`src/hw/spi_bus_pkg.sv`:
```
// APB request and register-link structs.
// Address windows decoded at the APB port.
package spi_bus_pkg;

  typedef struct packed {
    logic [31:0] paddr;
    logic        psel;
    logic        penable;
    logic        pwrite;
    logic [31:0] pwdata;
    logic [3:0]  pstrb;
  } apb_req_t;

  // Wishbone-style link, stb and cyc held until ack.
  typedef struct packed {
    logic [4:0]  adr;
    logic [31:0] dat;
    logic [3:0]  sel;
    logic        we;
    logic        stb;
    logic        cyc;
  } wb_req_t;

  typedef struct packed {
    logic [31:0] dat;
    logic        ack;
  } wb_rsp_t;

  localparam logic [31:0] REG_BASE   = 32'h1000_1000;
  localparam logic [31:0] REG_LAST   = 32'h1000_1FFF;
  localparam logic [31:0] FLASH_BASE = 32'h3000_0000;
  localparam logic [31:0] FLASH_LAST = 32'h3FFF_FFFF;

endpackage

```
`src/hw/spi_core_pkg.sv`:
```
// SPI master register map, control fields and shift engine structs.
// Register values written by the flash read program.
package spi_core_pkg;

  localparam logic [4:0] ADR_RX0     = 5'h00;
  localparam logic [4:0] ADR_RX1     = 5'h04;
  localparam logic [4:0] ADR_CTRL    = 5'h10;
  localparam logic [4:0] ADR_DIVIDER = 5'h14;
  localparam logic [4:0] ADR_SS      = 5'h18;

  // Go on write, busy on read.
  localparam int CTRL_GO_BIT = 8;
  localparam int CHAR_LEN_W  = 7;
  localparam int SS_NUM      = 8;

  localparam logic [31:0] FLASH_DIVIDER  = 32'd4;
  localparam logic [31:0] FLASH_CTRL     = 32'h0000_0440;
  localparam logic [31:0] FLASH_START    = 32'h0000_0540;
  localparam logic [7:0]  FLASH_READ_CMD = 8'h03;

  typedef struct packed {
    logic                  go;
    logic [CHAR_LEN_W-1:0] char_len;
    logic [15:0]           divider;
    logic [63:0]           tx;
  } shift_cmd_t;

  typedef struct packed {
    logic        busy;
    logic [63:0] rx;
  } shift_sts_t;

endpackage

```
`src/hw/apb_flash_sequencer.sv`:
```
// APB front stage: register pass-through and the flash read program.
module apb_flash_sequencer
  import spi_bus_pkg::*;
  import spi_core_pkg::*;
(
  input  logic        clock,
  input  logic        reset,
  input  apb_req_t    apb_i,
  output logic [31:0] prdata_o,
  output logic        pready_o,
  output wb_req_t     wb_o,
  input  wb_rsp_t     wb_i
);

  typedef enum logic [3:0] {
    S_IDLE,
    S_REG,
    S_SKIP,
    S_DIV,
    S_CTRL,
    S_TX1,
    S_TX0,
    S_SEL,
    S_GO,
    S_POLL,
    S_DESEL,
    S_RX
  } state_t;

  state_t      state_q;
  state_t      next_step;
  wb_req_t     wb_q;
  wb_req_t     step_req;
  logic [31:0] prdata_q;
  logic        pready_q;
  logic        setup;
  logic        in_reg;
  logic        in_flash;

  // Decode only in the setup phase of a transfer.
  assign setup    = apb_i.psel & ~apb_i.penable;
  assign in_reg   = (apb_i.paddr >= REG_BASE) && (apb_i.paddr <= REG_LAST);
  assign in_flash = (apb_i.paddr >= FLASH_BASE) && (apb_i.paddr <= FLASH_LAST);

  // Request and successor of each program step.
  always_comb begin
    step_req     = '0;
    step_req.sel = 4'hF;
    step_req.we  = 1'b1;
    step_req.stb = 1'b1;
    step_req.cyc = 1'b1;
    next_step    = S_IDLE;
    case (state_q)
      S_DIV: begin
        step_req.adr = ADR_DIVIDER;
        step_req.dat = FLASH_DIVIDER;
        next_step    = S_CTRL;
      end
      S_CTRL: begin
        step_req.adr = ADR_CTRL;
        step_req.dat = FLASH_CTRL;
        next_step    = S_TX1;
      end
      S_TX1: begin
        step_req.adr = ADR_RX1;
        step_req.dat = {FLASH_READ_CMD, apb_i.paddr[23:0]};
        next_step    = S_TX0;
      end
      S_TX0: begin
        step_req.adr = ADR_RX0;
        next_step    = S_SEL;
      end
      S_SEL: begin
        step_req.adr = ADR_SS;
        step_req.dat = 32'h1;
        next_step    = S_GO;
      end
      S_GO: begin
        step_req.adr = ADR_CTRL;
        step_req.dat = FLASH_START;
        next_step    = S_POLL;
      end
      S_POLL: begin
        step_req.adr = ADR_CTRL;
        step_req.we  = 1'b0;
        next_step    = S_DESEL;
      end
      S_DESEL: begin
        step_req.adr = ADR_SS;
        next_step    = S_RX;
      end
      S_RX: begin
        step_req.adr = ADR_RX0;
        step_req.we  = 1'b0;
      end
      default: step_req = '0;
    endcase
  end

  always_ff @(posedge clock or posedge reset) begin
    if (reset) begin
      state_q  <= S_IDLE;
      wb_q     <= '0;
      prdata_q <= '0;
      pready_q <= 1'b0;
    end else begin
      pready_q <= 1'b0;
      prdata_q <= '0;
      case (state_q)
        S_IDLE: begin
          if (setup) begin
            if (in_reg) begin
              wb_q.adr <= apb_i.paddr[4:0];
              wb_q.dat <= apb_i.pwdata;
              wb_q.sel <= apb_i.pstrb;
              wb_q.we  <= apb_i.pwrite;
              wb_q.stb <= 1'b1;
              wb_q.cyc <= 1'b1;
              state_q  <= S_REG;
            end else if (in_flash && !apb_i.pwrite) begin
              state_q <= S_DIV;
            end else begin
              state_q <= S_SKIP;
            end
          end
        end
        // Unsupported access, answered with zero.
        S_SKIP: begin
          pready_q <= 1'b1;
          state_q  <= S_IDLE;
        end
        default: begin
          if (wb_q.cyc && wb_i.ack) begin
            wb_q.stb <= 1'b0;
            wb_q.cyc <= 1'b0;
            case (state_q)
              S_REG, S_RX: begin
                prdata_q <= wb_i.dat;
                pready_q <= 1'b1;
                state_q  <= S_IDLE;
              end
              S_POLL: begin
                if (!wb_i.dat[CTRL_GO_BIT]) state_q <= next_step;
              end
              default: state_q <= next_step;
            endcase
          end else if (!wb_q.cyc) begin
            // Idle gap after the last ack.
            wb_q <= step_req;
          end
        end
      endcase
    end
  end

  assign wb_o     = wb_q;
  assign prdata_o = prdata_q;
  assign pready_o = pready_q;

endmodule

```
`src/hw/spi_wb_regs.sv`:
```
// SPI register stage: divider, control, data and select registers.
module spi_wb_regs
  import spi_bus_pkg::*;
  import spi_core_pkg::*;
(
  input  logic              clock,
  input  logic              reset,
  input  wb_req_t           wb_i,
  output wb_rsp_t           wb_o,
  output shift_cmd_t        cmd_o,
  input  shift_sts_t        sts_i,
  output logic [SS_NUM-1:0] ss_o
);

  logic [15:0]       divider_q;
  logic [15:0]       ctrl_q;
  logic [31:0]       tx0_q;
  logic [31:0]       tx1_q;
  logic [SS_NUM-1:0] ss_q;
  logic [31:0]       dat_q;
  logic              ack_q;
  logic              go_q;
  logic              access;
  logic              wr_en;
  logic [31:0]       div_wr;
  logic [31:0]       ctrl_wr;
  logic [31:0]       ctrl_rd;
  logic [31:0]       rd_data;

  function automatic logic [31:0] merge_bytes(input logic [31:0] old_word,
                                              input logic [31:0] new_word,
                                              input logic [3:0]  sel);
    logic [31:0] word;
    word = old_word;
    for (int b = 0; b < 4; b++) begin
      if (sel[b]) word[8*b +: 8] = new_word[8*b +: 8];
    end
    return word;
  endfunction

  // First cycle of a request only.
  assign access = wb_i.stb & wb_i.cyc & ~ack_q;
  assign wr_en  = access & wb_i.we & ~sts_i.busy & ~go_q;

  always_comb begin
    div_wr  = merge_bytes({16'b0, divider_q}, wb_i.dat, wb_i.sel);
    ctrl_wr = merge_bytes({16'b0, ctrl_q}, wb_i.dat, wb_i.sel);
    ctrl_wr[CTRL_GO_BIT] = 1'b0;
    ctrl_rd = {16'b0, ctrl_q};
    ctrl_rd[CTRL_GO_BIT] = sts_i.busy | go_q;
    case (wb_i.adr)
      ADR_RX0:     rd_data = sts_i.rx[31:0];
      ADR_RX1:     rd_data = sts_i.rx[63:32];
      ADR_CTRL:    rd_data = ctrl_rd;
      ADR_DIVIDER: rd_data = {16'b0, divider_q};
      ADR_SS:      rd_data = {{(32-SS_NUM){1'b0}}, ss_q};
      default:     rd_data = '0;
    endcase
  end

  always_ff @(posedge clock or posedge reset) begin
    if (reset) begin
      divider_q <= '0;
      ctrl_q    <= '0;
      ss_q      <= '0;
      go_q      <= 1'b0;
      ack_q     <= 1'b0;
    end else begin
      ack_q <= access;
      go_q  <= 1'b0;
      if (wr_en) begin
        case (wb_i.adr)
          ADR_DIVIDER: divider_q <= div_wr[15:0];
          ADR_CTRL: begin
            ctrl_q <= ctrl_wr[15:0];
            go_q   <= wb_i.sel[1] & wb_i.dat[CTRL_GO_BIT];
          end
          ADR_SS: begin
            if (wb_i.sel[0]) ss_q <= wb_i.dat[SS_NUM-1:0];
          end
          default: ;
        endcase
      end
    end
  end

  always_ff @(posedge clock) begin
    if (access) dat_q <= rd_data;
    if (wr_en && wb_i.adr == ADR_RX0) tx0_q <= merge_bytes(tx0_q, wb_i.dat, wb_i.sel);
    if (wr_en && wb_i.adr == ADR_RX1) tx1_q <= merge_bytes(tx1_q, wb_i.dat, wb_i.sel);
  end

  assign wb_o.dat       = dat_q;
  assign wb_o.ack       = ack_q;
  assign cmd_o.go       = go_q;
  assign cmd_o.char_len = ctrl_q[CHAR_LEN_W-1:0];
  assign cmd_o.divider  = divider_q;
  assign cmd_o.tx       = {tx1_q, tx0_q};
  // Selects are active low.
  assign ss_o = ~ss_q;

endmodule

```
`src/hw/spi_shift_engine.sv`:
```
// SPI clock generator and 64-bit shift register, MSB first.
module spi_shift_engine
  import spi_core_pkg::*;
(
  input  logic       clock,
  input  logic       reset,
  input  shift_cmd_t cmd_i,
  output shift_sts_t sts_o,
  output logic       sclk_o,
  output logic       mosi_o,
  input  logic       miso_i
);

  logic [CHAR_LEN_W-1:0] len;
  logic [CHAR_LEN_W-1:0] shift_amt;
  logic [CHAR_LEN_W:0]   last_edge;
  logic [CHAR_LEN_W:0]   edge_q;
  logic [15:0]           cnt_q;
  logic [63:0]           tx_q;
  logic [63:0]           rx_q;
  logic                  sck_q;
  logic                  busy_q;
  logic                  start;
  logic                  tick;

  // Zero length means a full 64-bit word.
  assign len = (cmd_i.char_len[CHAR_LEN_W-2:0] == '0) ? CHAR_LEN_W'(64)
             : {1'b0, cmd_i.char_len[CHAR_LEN_W-2:0]};
  assign shift_amt = CHAR_LEN_W'(64) - len;
  assign last_edge = {len, 1'b0} - 1'b1;
  assign start     = cmd_i.go & ~busy_q;
  assign tick      = busy_q & (cnt_q == cmd_i.divider);

  always_ff @(posedge clock or posedge reset) begin
    if (reset) begin
      busy_q <= 1'b0;
      sck_q  <= 1'b0;
      cnt_q  <= '0;
      edge_q <= '0;
    end else if (start) begin
      busy_q <= 1'b1;
      cnt_q  <= '0;
      edge_q <= '0;
    end else if (tick) begin
      cnt_q  <= '0;
      sck_q  <= ~sck_q;
      edge_q <= edge_q + 1'b1;
      if (edge_q == last_edge) busy_q <= 1'b0;
    end else if (busy_q) begin
      cnt_q <= cnt_q + 1'b1;
    end
  end

  // Shift out on falling SCK, sample on rising SCK.
  always_ff @(posedge clock) begin
    if (start) tx_q <= cmd_i.tx << shift_amt;
    else if (tick && sck_q) tx_q <= {tx_q[62:0], 1'b0};
    if (tick && !sck_q) rx_q <= {rx_q[62:0], miso_i};
  end

  assign sclk_o     = sck_q;
  assign mosi_o     = busy_q & tx_q[63];
  assign sts_o.busy = busy_q;
  assign sts_o.rx   = rx_q;

endmodule

```
`src/hw/spi_flash_bridge.sv`:
```
// APB to SPI bridge top: sequencer, register stage and shift engine.
module spi_flash_bridge
  import spi_bus_pkg::*;
  import spi_core_pkg::*;
(
  input  logic              clock,
  input  logic              reset,
  input  apb_req_t          apb_i,
  output logic [31:0]       prdata_o,
  output logic              pready_o,
  output logic              spi_sck_o,
  output logic [SS_NUM-1:0] spi_ss_o,
  output logic              spi_mosi_o,
  input  logic              spi_miso_i
);

  wb_req_t    wb_req;
  wb_rsp_t    wb_rsp;
  shift_cmd_t shift_cmd;
  shift_sts_t shift_sts;

  apb_flash_sequencer i_apb_flash_sequencer (
    .clock    (clock),
    .reset    (reset),
    .apb_i    (apb_i),
    .prdata_o (prdata_o),
    .pready_o (pready_o),
    .wb_o     (wb_req),
    .wb_i     (wb_rsp)
  );

  spi_wb_regs i_spi_wb_regs (
    .clock (clock),
    .reset (reset),
    .wb_i  (wb_req),
    .wb_o  (wb_rsp),
    .cmd_o (shift_cmd),
    .sts_i (shift_sts),
    .ss_o  (spi_ss_o)
  );

  spi_shift_engine i_spi_shift_engine (
    .clock  (clock),
    .reset  (reset),
    .cmd_i  (shift_cmd),
    .sts_o  (shift_sts),
    .sclk_o (spi_sck_o),
    .mosi_o (spi_mosi_o),
    .miso_i (spi_miso_i)
  );

endmodule

```
`config.mk`:
```
export PLATFORM = sky130hd
export DESIGN_NAME = spi_flash_bridge
export DESIGN_NICKNAME = d
export VERILOG_FILES = /design/src/hw/spi_bus_pkg.sv /design/src/hw/spi_core_pkg.sv /design/src/hw/apb_flash_sequencer.sv /design/src/hw/spi_wb_regs.sv /design/src/hw/spi_shift_engine.sv /design/src/hw/spi_flash_bridge.sv
export SDC_FILE = /design/constraint.sdc
export NUM_CORES = 1
export LEC_CHECK = 0
export ABC_AREA = 1
export ABC_CLOCK_PERIOD_IN_PS = 8100
export BUFFER_PORTS_ARGS = -buffer_cell sky130_fd_sc_hd__clkbuf_2
export CORE_ASPECT_RATIO = 0.8
export CORE_MARGIN = 8
export CORE_UTILIZATION = 52
export CTS_CLUSTER_DIAMETER = 120
export CTS_CLUSTER_SIZE = 12
export DETAILED_ROUTE_END_ITERATION = 6
export GPL_ROUTABILITY_DRIVEN = 0
export PLACE_DENSITY_LB_ADDON = 0.25
export RECOVER_POWER = 50
export SYNTH_ARGS = -nofsm -noshare
export SYNTH_HDL_FRONTEND = slang
export SYNTH_SLANG_ARGS = --single-unit
```
`constraint.sdc`:
```
create_clock -name clock -period 8.1 [get_ports clock]
set_input_delay 1.62 -clock clock [delete_from_list [all_inputs] [get_ports clock]]
set_output_delay 1.62 -clock clock [all_outputs]
set_load 0.03 [all_outputs]
```
---- Word level (Yosys, flattened, before mapping) ----
Cells that the tools add are included.
storage, ports and cells
  register bits after elaboration ......... 372
  input bits .............................. 74
  output and inout bits ................... 43
cells by class
  add/sub/neg operators ................... 4
  $lt $le $gt $ge ......................... 4
  equal/unequal tests ..................... 23
  shift operators ......................... 1
  multiplexer cells ....................... 39
  bitwise gates (word level) .............. 19
  reduce and logical (&&, ||, !) cells .... 43
operator list
  kind                                                                                    count
  32-bit one-hot mux with 5 select lines                                                  1
  44-bit 2-to-1 mux                                                                       3
  26-bit one-hot mux with 5 select lines                                                  1
  64-bit 2-to-1 mux                                                                       2
  32-bit 2-to-1 mux                                                                       3
  44-bit one-hot mux with 2 select lines                                                  1
  64-bit by 7-bit left shift with 64-bit output                                           1
  16-bit 2-to-1 mux                                                                       3
  42-bit 2-to-1 mux                                                                       1
  32-bit by 29-bit greater-or-equal comparator with 1-bit output (second input constant)  1
  32-bit by 30-bit greater-or-equal comparator with 1-bit output (second input constant)  1
  32-bit by 29-bit <= comparator with 1-bit output (second input constant)                1
  32-bit by 30-bit <= comparator with 1-bit output (second input constant)                1
  4-bit one-hot mux with 8 select lines                                                   1
  3-bit AND reduction                                                                     7
  4-bit 2-to-1 mux                                                                        5
  5-bit one-hot mux with 4 select lines                                                   1
  2-bit AND reduction                                                                     10
  16-bit by 1-bit adder with 16-bit output (second input constant)                        1
  16-bit == test                                                                          1
  4-bit by 3-bit == test with 1-bit output (second input constant)                        4
  4-bit == test (second input constant)                                                   4
  8-bit 2-to-1 mux                                                                        2
  4-bit one-hot mux with 2 select lines                                                   2
  33 further kinds                                                                        75

---- Depth between registers and ports, before layout ----
  depth after elaboration ................. 7
  gate-level depth with buffers ........... 18
  depth with buffers taken out ............ 14

---- Hierarchy ----
From an unflattened synthesis, not the netlist that was laid out.
unflattened totals
  cell total of the unflattened synthesis .. 2439
  area, all modules ....................... 20143.1 µm²
modules (own cells, without submodules)
  module               times used  cells each  area each (µm²)
  spi_shift_engine     1           1409        10378.7
  spi_wb_regs          1           523         5820.6
  apb_flash_sequencer  1           507         3943.8

---- Worst setup path before layout ----
No wires, ideal clock.
  path kind ............................... reg-to-reg
  start ................................... register i_spi_shift_engine.cnt_q[4]
  end ..................................... register i_spi_shift_engine.rx_q[0] (enable)
  library setup time ...................... 644 ps
  arrival time ............................ 7091 ps
  slack ................................... 366 ps
  stages on the path, launching flop included .. 8
  path buffers ............................ 0
  cells stage by stage .................... dfrtp_1 > inv_1 > nor2_1 > nor3_1 > nand4_1 > nor4_1 > nand2_1 > nor4_1
between the ends
  word-level cells in the longest chain between the ends .. 3
RTL lines
  item                      RTL line                RTL
  start: declaration        spi_shift_engine.sv:18  logic [15:0] cnt_q;
  start signal: assignment  spi_shift_engine.sv:50  cnt_q <= cnt_q + 1'b1;
  16-bit == test            spi_shift_engine.sv:32  assign tick = busy_q & (cnt_q == cmd_i.divider);
  1-bit AND                 spi_shift_engine.sv:32
  1-bit logical AND         spi_shift_engine.sv:58  if (tick && !sck_q) rx_q <= {rx_q[62:0], miso_i};
  end signal: assignment    spi_shift_engine.sv:58
  end: declaration          spi_shift_engine.sv:20  logic [63:0] rx_q;
No other way between the ends.
A chain may end at the register's enable or synchronous reset.

---- Worst setup path after layout ----
  start ................................... register i_apb_flash_sequencer.wb_q, in the netlist i_apb_flash_sequencer.wb_o[0]
  end ..................................... register i_spi_wb_regs.tx0_q[19] (enable)
between the ends
  word-level cells in the longest chain between the ends .. 7
RTL lines
  item                           RTL line                    RTL
  start: declaration             apb_flash_sequencer.sv:32   wb_req_t wb_q;
  start signal: assignment       apb_flash_sequencer.sv:149  wb_q <= step_req;
  1-bit AND (2 in series)        spi_wb_regs.sv:42           assign access = wb_i.stb & wb_i.cyc & ~ack_q;
  via i_spi_wb_regs.access       spi_wb_regs.sv:23           logic access;
  1-bit AND (3 in series)        spi_wb_regs.sv:43           assign wr_en = access & wb_i.we & ~sts_i.busy & ~go_q;
  1-bit logical AND              spi_wb_regs.sv:89           if (wr_en && wb_i.adr == ADR_RX0) tx0_q <= merge_bytes(tx0_q, wb_i.dat, wb_i.sel);
  2-bit AND reduction (no line)  n/a
  end signal: assignment         spi_wb_regs.sv:89
  end: declaration               spi_wb_regs.sv:17           logic [31:0] tx0_q;
The timed path passes the listed nets, and every way through them passes these cells.

==> run metrics <==
relative slew slack=-138%; Vias=16290; CP Capture Type=flip-flop; VDD IR max=214 uV; dominant cell type by area after synthesis=edfxtp_1; hold_buf cts=0; # clock sinks=372; CTS tree=built; worst-margin pin slew=3.57 ns; area occupied by multi-input gates=0.00745 mm2; area delta synth->final=9.84%; post-CTS setup buffers=0; worst reg-to-reg path cell count=4; io pins=117; Pre-Repair DR Iteration Count=6; Post-Syn Instances=2137; unrepaired setup endpoints after global routing=no; Endpoint, Worst Hold=i_spi_shift_engine.rx_q[1]; first-pass GRT wire length=83.3 mm; final worst-path setup slack=3.28 ns; routed vias/inst=6.05; die width=228 um; number of global-route vias before repair=15060; final setup TNS=0 ns; hpwl dp=37.3 mm; Max-cap violations=5; Final Setup Violations=0; WP data arrival=4.97 ns; DRT iter0 DRCs=2737; syn nets=2214; final wirelength=52.3 mm; # nets final=2264; Synth Register Bits=372; antenna violations before repair=1; Top FF cell, synth=edfxtp_1; Ys Warns=0; CP max FO=34; WHS Path Cells=0; pre-CTS WS=3.88 ns; DR WL/cell=19.4 um; ys async rst share=39.8%; Distinct cells, synth=51; fin crit period=4.82 ns; IO buf count=116; Slew Viols, Final=254; Total GRT Usage=24.3%; setup slack, reg-to-reg=3.28 ns; post_cts resized=0; Worst EP required=8.24 ns; clock latency at the later pin of the worst-skew pair=0.53 ns; top-area cell type share of the netlist area=35.8%; sequential share of the synthesized area=55.5%; Post-Syn Area=0.0188 mm2; Clock Path Buffers=3; Sequential Area=0.0104 mm2; reg2reg start=i_apb_flash_sequencer.wb_o[0]; WS Path Type=flip-flop to flip-flop; Post-DRT Antenna Nets=0; root buffer cell=clkbuf_16; EDFF count, synth=224; clock slew at reported path FFs=0.06 ns; Max Clock Freq=0.207 GHz; GRT Residual Overflow=0; largest net degree at the start of global routing=82; share of cells above drive strength 1=8.81%; Starting Density=52.5%; reg2reg end=i_spi_wb_regs.tx0_q[19]; top cells by area, synth=edfxtp_1 (36%), dfrtp_1 (20%), nand3_1 (15%); die height=186 um; H-tree depth=2; worst hold start=i_spi_shift_engine.rx_q[0]; core area=0.0358 mm2; Syn Area/Cell=8.79 um2; Clock Skew=0.0219 ns; full die area=0.0425 mm2; static leakage=8.62 nW; Min-Delay Path Class=flip-flop to flip-flop; # DRC=0; final count of hold timing violations=0; n_diodes=0; outcome=finished with violations; Fillers=3125; Final period util=59.6%; site row count=62; crit start category=flip-flop; PwrDens=262 mW/mm2; failing checks=max-capacitance violations, max-slew violations; Num CTS Buffers=36
[cells in the final DEF (no fill, tap or decap), types with 4 or more instances in the layout]
cell       count
nand3_1      555
nand2_1      531
edfxtp_1     224
dfrtp_1      147
o21ai_0      108
nor2_1       106
clkbuf_2     105
inv_1        102
clkbuf_1      41
clkbuf_16     36
a21oi_1       35
a22oi_1       24
nand4_1       22
nor3_1        20
buf_4         19
xor2_1        18
a22o_1        16
o22ai_1       12
a221oi_1       8
o21ai_1        8
nor4_1         7
or2_2          6
o211ai_1       5
nor2_2         4
o2111ai_1      4
inv_2          4
xor2_4         4
a221o_1        4
[sequential cells by signal, summed over array words and instances (netlist names), 8 cells and up]
register                        flops
i_apb_flash_sequencer.prdata_o     32
i_apb_flash_sequencer.wb_o         44
i_spi_shift_engine.cnt_q           16
i_spi_shift_engine.edge_q           8
i_spi_shift_engine.rx_q            64
i_spi_shift_engine.tx_q            64
i_spi_wb_regs.ctrl_q               15
i_spi_wb_regs.dat_q                32
i_spi_wb_regs.divider_q            16
i_spi_wb_regs.ss_q                  8
i_spi_wb_regs.tx0_q                32
i_spi_wb_regs.tx1_q                32
[area by class of cell]
type | count | share of cell area, %
well taps | 480 | 2.91
clock buffers | 62 | 4.84
clock inverters | 2 | 0.121
inverters | 107 | 1.95
multi-input cells | 1531 | 36.1
flip-flops and latches | 372 | 50.6
repair buffers | 139 | 3.51
[worst max path at each step]
stage | depth (start not counted) | to | startpoint | slack [ns]
6_report | 4 | i_spi_wb_regs.tx0_q[19] | i_apb_flash_sequencer.wb_o[0] | 3.28
5_1_grt | 4 | i_spi_wb_regs.tx0_q[19] | i_apb_flash_sequencer.wb_o[0] | 2.76
4_1_cts | 10 | i_spi_shift_engine.tx_q[34] | i_spi_wb_regs.ctrl_q[1] | 4.30
3_5_place_dp | 10 | i_apb_flash_sequencer.wb_o[15] | apb_i[70] | 3.88
3_3_place_gp | 10 | i_apb_flash_sequencer.wb_o[10] | apb_i[70] | 4.04
2_1_floorplan | 7 | i_spi_shift_engine.rx_q[0] | i_spi_shift_engine.cnt_q[4] | 0.37
[power breakdown]
part	switching, mW	internal [mW]	total (mW)	leakage, nW
registers	0.163	2.30	2.46	4.04
clock network	0.692	0.839	1.53	0.486
logic	1.04	0.379	1.42	4.09
total	1.89	3.51	5.41	8.62
[per-stage QoR]
step,std cells,hold WS (ns),util [%],cell area [um2],power [mW]
2_1_floorplan,2137,0.426,-,18800,3.42
3_3_place_gp,2629,0.429,55.0,19700,3.83
3_5_place_dp,2629,0.432,55.0,19700,3.87
4_1_cts,2693,0.448,57.8,20700,5.40
5_1_grt,2693,0.460,57.7,20600,5.67
6_report,2693,0.448,57.7,20600,5.41
[critical path, cell delays in order, from the launching register on]
cell and delay (ns):
dfrtp_1 0.53, nand2_1 0.08, nor2_1 2.05, nand3_1 0.68
nor3_1 1.09
[kinds of logic (layout without fill, tap and decap cells)]
kind of cell	count (synthesis)	after routing	share of synthesized area, %
AND/OR/NAND/NOR	1263	1263	29.9
flip-flops	372	372	55.5
AO/OA/AOI/OAI	238	238	7.72
buffers and inverters	234	310	5.13
XOR/XNOR	26	26	1.45
adder cells (fa/ha/maj)	3	3	0.200
multiplexers	1	1	0.0600
[synthesized netlist by cell type (5+ instances only)]
library cell / count
nor2_1: 106
nor3_1: 21
nand2_1: 532
edfxtp_1: 224
buf_4: 6
a21oi_1: 35
a221oi_1: 8
o21ai_1: 8
inv_1: 104
a22o_1: 16
buf_1: 17
buf_2: 35
nor4_1: 7
a22oi_1: 24
or2_2: 6
o21ai_0: 109
clkbuf_1: 64
nand3_1: 555
o22ai_1: 13
nand4_1: 22
o211ai_1: 5
dfrtp_1: 148
xor2_1: 19
[routing by layer]
| metal | GRT usage, % | share of wire [%] |
|---|---|---|
| met5 | 0 | 0 |
| met2 | 35.4 | 42 |
| met1 | 36.1 | 45 |
| met3 | 4.87 | 10 |
| met4 | 7.84 | 3.1 |
Power figures use the tool's default switching activity.
